--- config.mk ---
export PLATFORM = sky130hd
export DESIGN_NAME = axis_mux_wr
export DESIGN_NICKNAME = d
export VERILOG_FILES = /design/src/verilog/host_wr_axis_pkg.sv /design/src/verilog/host_wr_req_pkg.sv /design/src/verilog/axis_mux_wr.sv /design/src/verilog/sync_fifo.sv
export VERILOG_INCLUDE_DIRS = /design/src /design/src/verilog
export SDC_FILE = /design/constraint.sdc
export NUM_CORES = 1
export LEC_CHECK = 0
export BUFFER_PORTS_ARGS = -buffer_cell sky130_fd_sc_hd__buf_4
export CAP_MARGIN = 20
export CORE_AREA = 2 2 151 153
export CTS_BUF_LIST = sky130_fd_sc_hd__clkbuf_16
export CTS_CLUSTER_SIZE = 16
export DETAILED_ROUTE_END_ITERATION = 6
export DIE_AREA = 0 0 153 155
export GPL_TIMING_DRIVEN = 0
export PLACE_DENSITY = 0.53
export SLEW_MARGIN = 0
export SYNTH_ARGS = -nofsm -noshare
export SYNTH_HDL_FRONTEND = slang
export SYNTH_SLANG_ARGS = --single-unit
--- constraint.sdc ---
create_clock -name aclk -period 4.5 [get_ports aclk]
set_input_delay 0.225 -clock aclk [delete_from_list [all_inputs] [get_ports aclk]]
set_output_delay 0.225 -clock aclk [all_outputs]
set_load 0.005 [all_outputs]
--- src/verilog/credit_defs.svh ---
/*
 * Build-time sizes of the local-credit host write path.
 * Destination count, queue depths, largest request and data width.
 */

`ifndef CREDIT_DEFS_SVH
`define CREDIT_DEFS_SVH

// Number of destinations served by the card.
`define N_DESTS 4
// Pending requests held per destination.
`define REQ_QDEPTH 4
// Buffered beats per destination. Must be at least MAX_LEN or a long request never issues.
`define DATA_QDEPTH 16
// Issued requests whose data has not fully left yet.
`define ORDER_QDEPTH 4
// Largest request length in beats.
`define MAX_LEN 8
// Width of the data streams.
`define DATA_BITS 64

`endif
--- src/verilog/host_wr_axis_pkg.sv ---
/*
 * Data stream types of the host write path.
 * One beat of data, byte keep and last.
 */

`default_nettype none

`include "credit_defs.svh"

package host_wr_axis_pkg;

  typedef logic [`DATA_BITS-1:0]   data_t;
  typedef logic [`DATA_BITS/8-1:0] keep_t;

  // A single stream beat. The last flag closes a request's data.
  typedef struct packed {
    data_t data;
    keep_t keep;
    logic  last;
  } axis_beat_t;

endpackage

`default_nettype wire

--- src/verilog/host_wr_req_pkg.sv ---
/*
 * Request side types of the host write path.
 * Destination, length, request, order entry and credit count.
 */

`default_nettype none

`include "credit_defs.svh"

package host_wr_req_pkg;

  // Index of one destination.
  typedef logic [$clog2(`N_DESTS)-1:0] dest_t;

  // Request length in beats, from 1 up to MAX_LEN.
  typedef logic [$clog2(`MAX_LEN+1)-1:0] len_t;

  // A host write request as it arrives and as it is issued.
  typedef struct packed {
    dest_t       dest;
    len_t        len;
    logic [31:0] vaddr;
  } req_t;

  // One entry of the issue-order queue that steers the output stream.
  typedef struct packed {
    dest_t dest;
    len_t  len;
  } mux_user_t;

  // Buffered beats that no issued request has claimed, 0 to DATA_QDEPTH.
  typedef logic [$clog2(`DATA_QDEPTH+1)-1:0] cred_t;

endpackage

`default_nettype wire

--- src/verilog/axis_mux_wr.sv ---
/*
 * Output stream multiplexer.
 * Follows the issue-order queue and drains each request's beats in turn.
 */

`timescale 1ns/1ps
`default_nettype none

`include "credit_defs.svh"

module axis_mux_wr (
  input  logic                         aclk,
  input  logic                         arst_n,
  input  logic                         ord_valid,
  output logic                         ord_ready,
  input  host_wr_req_pkg::mux_user_t   ord,
  input  logic [`N_DESTS-1:0]          d_valid,
  output logic [`N_DESTS-1:0]          d_ready,
  input  host_wr_axis_pkg::axis_beat_t d_beat [`N_DESTS],
  output logic                         m_axis_valid,
  input  logic                         m_axis_ready,
  output host_wr_axis_pkg::axis_beat_t m_axis
);

  import host_wr_req_pkg::*;

  logic      head_valid;
  logic      pop;
  logic      last_beat;
  logic      xfer;
  mux_user_t head;
  len_t      cnt;

  // Order entries wait here until their data has left.
  sync_fifo #(
    .T     (mux_user_t),
    .DEPTH (`ORDER_QDEPTH)
  ) inst_ord_q (
    .aclk     (aclk),
    .arst_n   (arst_n),
    .wr_valid (ord_valid),
    .wr_ready (ord_ready),
    .wr_data  (ord),
    .rd_valid (head_valid),
    .rd_ready (pop),
    .rd_data  (head)
  );

  // ~~~~~~~~~~~~~~~~~~~~~~~~~~~~~~
  // Beat path.
  // ~~~~~~~~~~~~~~~~~~~~~~~~~~~~~~
  assign last_beat    = (cnt == len_t'(head.len - len_t'(1)));
  assign m_axis_valid = head_valid && d_valid[head.dest];
  assign xfer         = m_axis_valid && m_axis_ready;
  assign pop          = xfer && last_beat;

  always_comb begin
    m_axis      = d_beat[head.dest];
    // The closing beat is marked from the count, not from the source.
    m_axis.last = last_beat;
  end

  // Only the selected destination sees the output ready.
  always_comb begin
    d_ready = '0;
    d_ready[head.dest] = head_valid && m_axis_ready;
  end

  // Beats of the current request sent so far.
  always_ff @(posedge aclk or negedge arst_n) begin
    if (!arst_n) begin
      cnt <= '0;
    end else if (xfer) begin
      cnt <= last_beat ? '0 : cnt + 1'b1;
    end
  end

  // The source stream must close its request on the same beat as the count.
  assert property (@(posedge aclk) disable iff (!arst_n)
    m_axis_valid |-> (d_beat[head.dest].last == last_beat));

endmodule

`default_nettype wire

--- src/verilog/sync_fifo.sv ---
/*
 * Synchronous first-word-fall-through FIFO.
 * Payload type and depth are parameters.
 */

`timescale 1ns/1ps
`default_nettype none

module sync_fifo #(
  parameter type T     = logic [7:0],
  parameter int  DEPTH = 4
) (
  input  logic aclk,
  input  logic arst_n,
  input  logic wr_valid,
  output logic wr_ready,
  input  T     wr_data,
  output logic rd_valid,
  input  logic rd_ready,
  output T     rd_data
);

  localparam int AW = (DEPTH > 1) ? $clog2(DEPTH) : 1;
  localparam int CW = $clog2(DEPTH + 1);

  T              mem [DEPTH];
  logic [AW-1:0] wr_ptr;
  logic [AW-1:0] rd_ptr;
  logic [CW-1:0] count;
  logic [CW-1:0] count_nxt;
  logic          empty;
  logic          full;
  logic          wr_en;
  logic          rd_en;

  // The head entry is shown as soon as it is stored.
  assign wr_ready = !full;
  assign rd_valid = !empty;
  assign rd_data  = mem[rd_ptr];
  assign wr_en    = wr_valid && !full;
  assign rd_en    = rd_ready && !empty;

  always_comb begin
    count_nxt = count;
    if (wr_en && !rd_en) begin
      count_nxt = count + 1'b1;
    end else if (rd_en && !wr_en) begin
      count_nxt = count - 1'b1;
    end
  end

  // ~~~~~~~~~~~~~~~~~~~~~~~~~~~~~~
  // Pointers, count and flags.
  // ~~~~~~~~~~~~~~~~~~~~~~~~~~~~~~
  always_ff @(posedge aclk or negedge arst_n) begin
    if (!arst_n) begin
      wr_ptr <= '0;
      rd_ptr <= '0;
      count  <= '0;
      empty  <= 1'b1;
      full   <= 1'b0;
    end else begin
      if (wr_en) begin
        wr_ptr <= (wr_ptr == AW'(DEPTH - 1)) ? '0 : wr_ptr + 1'b1;
      end
      if (rd_en) begin
        rd_ptr <= (rd_ptr == AW'(DEPTH - 1)) ? '0 : rd_ptr + 1'b1;
      end
      count <= count_nxt;
      // Flags are taken from the next count so they stay registered.
      empty <= (count_nxt == '0);
      full  <= (count_nxt == CW'(DEPTH));
    end
  end

  always_ff @(posedge aclk) begin
    if (wr_en) begin
      mem[wr_ptr] <= wr_data;
    end
  end

  // The registered flags must track the count, so no write lands on a full buffer.
  assert property (@(posedge aclk) disable iff (!arst_n) (count == CW'(DEPTH)) |-> !wr_en);
  // Likewise no entry is popped from an empty buffer.
  assert property (@(posedge aclk) disable iff (!arst_n) (count == '0) |-> !rd_en);

endmodule

`default_nettype wire

==> flow_summary.toml, run 1 <==
[grt]
antenna_found_initial = 6
grt_overflow = 0
grt_usage_pct = 16.4
globalRouteMet2Util_pct = 27.1
grt_max_degree = 14
grt_first_pass_wirelength_mm = 28.9
grt_busiest_layer = "met2"
grt_pass1_vias = 4138
grt.met3_usage_pct = 4.35
use_met1_pct = 22.4

[power_and_ir_drop]
power.switching_mw = 1.50
pwr-share-seq_pct = 13.5
p_int_mw = 2.44
power.density_nw_per_um2 = 564
p_sw_share_pct = 38.1
p_leak_nw = 3.14
ir_drop_uv = 339
pwr-share-clk_pct = 9.9
combPwrFrac_pct = 76.7

[placement]
port_buffers = 380
dpl.cell_count = 893
place_congestion = 0.869
placed_cell_area_um2 = 6800
place_ws_ns = 1.31
hpwl_mm = 18.4

[critical_path]
start_kind = "flop"
cp-end-kind = "output pin"
critical_path.max_fanout = 10
critical_path_required_ns = 4.28
arrival_ns = 3.20
critPathKind = "flop to output pin"

[sta]
drv_slew = 0
timing.fmax_ghz = 0.292
hold_ws_ns = 0.147
fin_setup_tns_ns = 0
slew_headroom_pct = 49.2
layout_worst_path_cycle_share_pct = 76.0
post-route-min-period_ns = 3.42
setup_viol_count_final = 0
tightest_slew_ns = 0.763
skew_ns = 0.00539
hold_viol = 0
rsz0062_at_grt = "no"
timing.final.ws_setup_ns = 1.08

[min_path]
hold_class = "primary input to flop"

[route]
via_per_inst = 4.38
ant_nets = 0
wl_mm = 20.8
drc = 0
vias = 3956
wl_per_cell_um = 23.0
drt_first_pass_iters = 4
drt_iter0_markers = 240

[clocking]
path_clk_slew_ns = 0.06
cts-root-buf = "clkbuf_16"
clk_path_buf_depth = 2
post_cts_buffers = 0
clkLatencyLatePin_ns = 0.28
ctsResizeCount = 0
htreeDepth = 2
clock-sinks = 37
cts_tree = "yes"
cts-buffers-inserted = 5

[yosys]
synthArstFlopShare_pct = 35.1
synthCells = 228
yosysSeqAreaShare_pct = 29.2
synth_flop_cell = "edfxtp_1"
yosysWarnings = 0
ys_types = 43
synth_nets = 543
syn_area_um2 = 3590
synth_edf_count = 24
synth_seq_cells = 37
syn_avg_cell_area_um2 = 15.8

[floorplanning]
ios = 385
die_w_um = 153
coreArea_um2 = 22200
die_area_um2 = 23700
die_h_um = 155
rows = 55
start_util_pct = 16.2

[cells_and_area]
synthToLayoutAreaGrowth_pct = 94.4
fin_cells = 904
layout-drive-gt1-share_pct = 79.6
fin_area_um2 = 6980
ff_latch_area_um2 = 1050
multi_input_comb_area_um2 = 2420
n_fill_cell = 2298
fin_nets = 931

[status]
run_status = "complete, no violations"

[job]
cap_violations = 0
==> power groups by stage <==
stage	Combinational, mW	Clock (mW)	Sequential [mW]
6_report	3.02	0.389	0.530
5_1_grt	3.24	0.413	0.542
3_5_place_dp	3.05	0	0.538
3_3_place_gp	3.06	0	0.536
2_1_floorplan	1.72	0	0.519
4_1_cts	3.07	0.399	0.531
==> metrics by stage <==
| stage | util, % | total power, mW |
|---|---|---|
| finish | 31.4 | 3.94 |
| global route | 31.4 | 4.20 |
| CTS | 31.4 | 4.00 |
| detailed placement | 30.6 | 3.59 |
| global placement | 30.6 | 3.60 |
| floorplan | - | 2.24 |
==> cell usage after synthesis, types with 2 or more instances <==
| cell | count | share of area [%] |
|---|---|---|
| mux4_2 | 78 | 49 |
| edfxtp_1 | 24 | 20 |
| dfrtp_1 | 12 | 8.4 |
| nand2_1 | 11 | 1.1 |
| buf_2 | 9 | 1.3 |
| ha_1 | 9 | 3.1 |
| clkbuf_1 | 7 | 0.73 |
| inv_1 | 7 | 0.73 |
| o21ai_0 | 7 | 0.98 |
| xnor2_1 | 6 | 1.5 |
| and2_1 | 5 | 0.87 |
| nor2_1 | 5 | 0.52 |
| nor3_1 | 4 | 0.56 |
| a21oi_1 | 3 | 0.42 |
| nand2b_1 | 3 | 0.52 |
| nor2b_1 | 3 | 0.52 |
| buf_1 | 2 | 0.21 |
| buf_4 | 2 | 0.42 |
| mux2_2 | 2 | 0.63 |
| mux2i_1 | 2 | 0.56 |
| mux2i_2 | 2 | 0.77 |
| nand3_1 | 2 | 0.28 |
| nor3_2 | 2 | 0.56 |
| or3_1 | 2 | 0.35 |
==> worst max-delay path, stage by stage (launching register included) <==
cell	delay, ns
dfrtp_1	0.38
buf_4	0.19
mux4_2	0.45
buf_1	0.61
buf_1	0.65
mux4_2	0.47
buf_4	0.16
==> final timing paths <==
path,from,endpoint,slack (ns),cells after the start
hold reg to reg,cnt[0],cnt[0],0.56,1
hold / removal,ord[2],inst_ord_q.mem[2][2],0.15,1
setup / recovery,inst_ord_q.rd_ptr[0],m_axis[31],1.08,6
setup reg to reg,inst_ord_q.rd_ptr[0],inst_ord_q.count[1],1.71,9
min in group asynchronous,arst_n,inst_ord_q.wr_ptr[0],0.32,2
max in group asynchronous,arst_n,inst_ord_q.empty,3.93,2
==> metal layers <==
| layer | part of all wire [%] | routed length (um) | vias to the layer above |
|---|---|---|---|
| li1 | - | - | 1754 |
| met1 | 42 | 8750 | 1992 |
| met2 | 48 | 10100 | 188 |
| met3 | 8.4 | 1740 | 18 |
| met4 | 0.91 | 189 | 4 |
| met5 | 0.13 | 27 | - |
==> cells in the final DEF (no fill, tap or decap), types with 2 or more instances in the layout <==
cell type    n
ha_1         9
nand3_1      2
o21ai_0      7
clkbuf_16    5
mux4_2      78
nor3_1       4
xnor2_1      6
a21oi_1      3
nand2_1     11
inv_1        8
mux2i_1      2
nor2_1       5
or3_1        2
and2_1       5
nand2b_1     3
mux2_2       2
edfxtp_1    24
buf_2        9
dfrtp_1     12
buf_4      382
mux2i_2      2
buf_1        2
nor3_2       2
diode_2      2
nor2b_1      3
clkbuf_1     7
==> cell families (layout without fill, tap and decap cells) <==
group / count (synthesis) / in the layout / share of synthesized area, %
XOR/XNOR: 8 / 8 / 2.16
multiplexers: 85 / 85 / 51.3
flip-flops: 37 / 37 / 29.2
other: 0 / 2 / 0
AO/OA/AOI/OAI: 20 / 20 / 4.08
AND/OR/NAND/NOR: 41 / 41 / 6.55
adder cells (fa/ha/maj): 10 / 10 / 3.45
buffers and inverters: 27 / 416 / 3.34
==> timing repair <==
item	in CTS	in global routing
setup endpoints to repair	0	0
endpoints found under the hold margin	12	0
hold buffers	1	0
==> flip-flops by register name, indices dropped and copies added (netlist names) <==
name,cells
inst_ord_q.rd_ptr,2
inst_ord_q.mem,24
inst_ord_q.wr_ptr,2
inst_ord_q.empty,1
cnt,4
inst_ord_q.full,1
inst_ord_q.count,3
==> final cells by class <==
class,instances,area share [%]
Antenna cell,2,0.0717
Buffer,20,1.34
Clock buffer,5,1.79
Clock inverter,3,0.609
Inverter,7,0.376
Multi-Input combinational cell,164,34.7
Sequential cell,37,15.0
Tap cell,285,5.11
Timing Repair Buffer,381,41.0
Note: power is estimated with default switching activity, not from simulation.
==> inputs of run 2 (changes only) <==
ABC_AREA = 1   (was not set)
PLACE_DENSITY = 0.55   (was 0.53)
clock period = 2.9 ns   (was 4.5 ns; I/O delays follow)
==> flow_summary.toml, run 2 <==
[floorplanning]
die_area_um2 = 23700
die_h_um = 155
coreArea_um2 = 22200
start_util_pct = 16.9
die_w_um = 153
rows = 55
ios = 385

[yosys]
yosysTopAreaCellShare_pct = 31.9
synthArstFlopShare_pct = 35.1
synth.area.top_cells = "nand3_1 32%, edfxtp_1 19%, a22oi_1 14%, dfrtp_1 8.0%, nand2_1 5.1%"
yosysWarnings = 0
synth_flop_cell = "edfxtp_1"
synth_nets = 853
synth_seq_cells = 37
syn_area_um2 = 3750
ys_top_cells_by_count = "239 x nand3_1, 72 x a22oi_1, 51 x nand2_1"
yosysMostFrequentCell = "nand3_1"
syn_avg_cell_area_um2 = 6.97
ys_types = 27
synth_edf_count = 24
yosysTopAreaCell = "nand3_1"
synthCells = 538
yosysSeqAreaShare_pct = 27.9

[sta]
hold_ws_ns = 0.0716
setup_viol_count_final = 0
tightest_slew_ns = 0.609
post-route-min-period_ns = 2.74
timing.final.ws_setup_ns = 0.161
hold_viol = 0
drv_slew = 0
layout_worst_path_cycle_share_pct = 94.4
fin_setup_tns_ns = 0
rsz0062_at_grt = "yes"
slew_headroom_pct = 59.3
skew_ns = 0.00186
timing.fmax_ghz = 0.365

[cells_and_area]
final_common_cell = "buf_4"
largest_reg_flops = 24
layout_common_cells = "382 x buf_4, 239 x nand3_1, 72 x a22oi_1"
synthToLayoutAreaGrowth_pct = 90.9
reg.largest.list = "inst_ord_q.mem x24, cnt x4, inst_ord_q.count x3"
fin_cells = 1213
final_core_util_pct = 32.2
layout-drive-gt1-share_pct = 47.6
regMostFlops = "inst_ord_q.mem"
fin_nets = 1241

[grt]
grt_max_degree = 14
grt_pass1_vias = 5771
grt_overflow = 0
grt_usage_pct = 19.7
antenna_found_initial = 3
grt_first_pass_wirelength_mm = 36.0

[clocking]
cts_tree = "yes"
clkLatencyLatePin_ns = 0.27
clock-sinks = 37
htreeDepth = 2
cts-root-buf = "clkbuf_16"
cts-buffers-inserted = 5
path_clk_slew_ns = 0.05
clk_path_buf_depth = 2

[critical_path]
cp-end-kind = "output pin"
start_kind = "flop"
critical_path.max_fanout = 10
critPathKind = "flop to output pin"
arrival_ns = 2.59
crit_chain = "inv_2 -> nand3_2 -> nand2_2 -> inv_1 -> nor2_4 -> clkbuf_1 -> a22oi_1 -> nand3_1 -> buf_4"
critical_path.slowest_cell = "dfrtp_1"
max_stage_delay_ns = 0.51
critical_path_required_ns = 2.76

[placement]
dpl.cell_count = 1203
hpwl_mm = 20.8
place_ws_ns = -0.164
place_congestion = 0.939
port_buffers = 380

[power_and_ir_drop]
power.density_nw_per_um2 = 1130
p_leak_nw = 3.53
ir_drop_uv = 556

[route]
wl_per_cell_um = 20.6
wl_mm = 25.0
wl_met1_mm = 10.6
route.met3.wl_mm = 1.66
vias = 5868
via_per_inst = 4.84
drc = 0
drt_iter0_markers = 439
ant_nets = 0
highest_layer = "met5"
wl_met2_mm = 12.1
drt_first_pass_iters = 5

[status]
run_status = "complete, no violations"

[min_path]
hold_class = "primary input to flop"

[job]
cap_violations = 0
## run 2: routing by layer
metal | global-route usage [%] | up-vias
li1 | - | 2756
met1 | 26.1 | 2772
met2 | 32.9 | 304
met3 | 3.29 | 32
met4 | 5.91 | 4
met5 | 0 | -
## run 2: what timing repair did
action                                  CTS  global route
hold buffers                              1             0
endpoints found under the setup margin   72            34
endpoints found under the hold margin    13             0
pin swaps                                 0             0
resized for setup                        13            30
buffers inserted                          0             0
## run 2: critical path, delay by kind of cell (launching register included)
family / cells / cell delay (ns)
buf+inv: 4 / 0.85
compound gates: 1 / 0.17
flops: 1 / 0.51
simple gates: 4 / 0.78
## run 2: through the flow
step | area (um2) | total power, mW
CTS | 7140 | 8.14
floorplan | 3750 | 4.14
detailed placement | 6960 | 7.54
global route | 7160 | 8.79
global placement | 6960 | 7.56
finish | 7160 | 8.13
## run 2: final cells by class
class / instances / area [um2]
plain buffers: 49 / 229
well taps: 285 / 357
clock buffers: 5 / 125
inverters: 27 / 101
multi-input cells: 425 / 2420
clock inverters: 3 / 18.8
repair buffers: 381 / 2860
fillers: 2407 / 15100
diodes: 1 / 2.50
flip-flops and latches: 37 / 1050
## run 2: cells by family after synthesis
group           count (synthesis)  share of synthesized area, %
simple gates                  330                          44.0
compound gates                 79                          15.4
buf+inv                        76                          8.00
flops                          37                          27.9
fa+ha+maj                       9                          3.00
xor+xnor                        7                          1.63
## run 2: final timing paths
kind                       slack, ns  depth (start not counted)                    to                 start
min in group asynchronous       0.25                          2   inst_ord_q.count[0]                arst_n
hold / removal                  0.07                          1  inst_ord_q.mem[1][1]                ord[1]
setup / recovery                0.16                          9            m_axis[38]  inst_ord_q.rd_ptr[1]
setup reg to reg                0.35                         16       inst_ord_q.full  inst_ord_q.rd_ptr[1]
max in group asynchronous       2.40                          2      inst_ord_q.empty                arst_n
hold reg to reg                 0.56                          2                cnt[1]                cnt[1]
## run 2: report_power, final
group	leakage [nW]	internal [mW]	switching (mW)
Clock	0.0672	0.315	0.201
Combinational	3.09	2.79	3.98
Sequential	0.377	0.734	0.109
Total	3.53	3.84	4.29
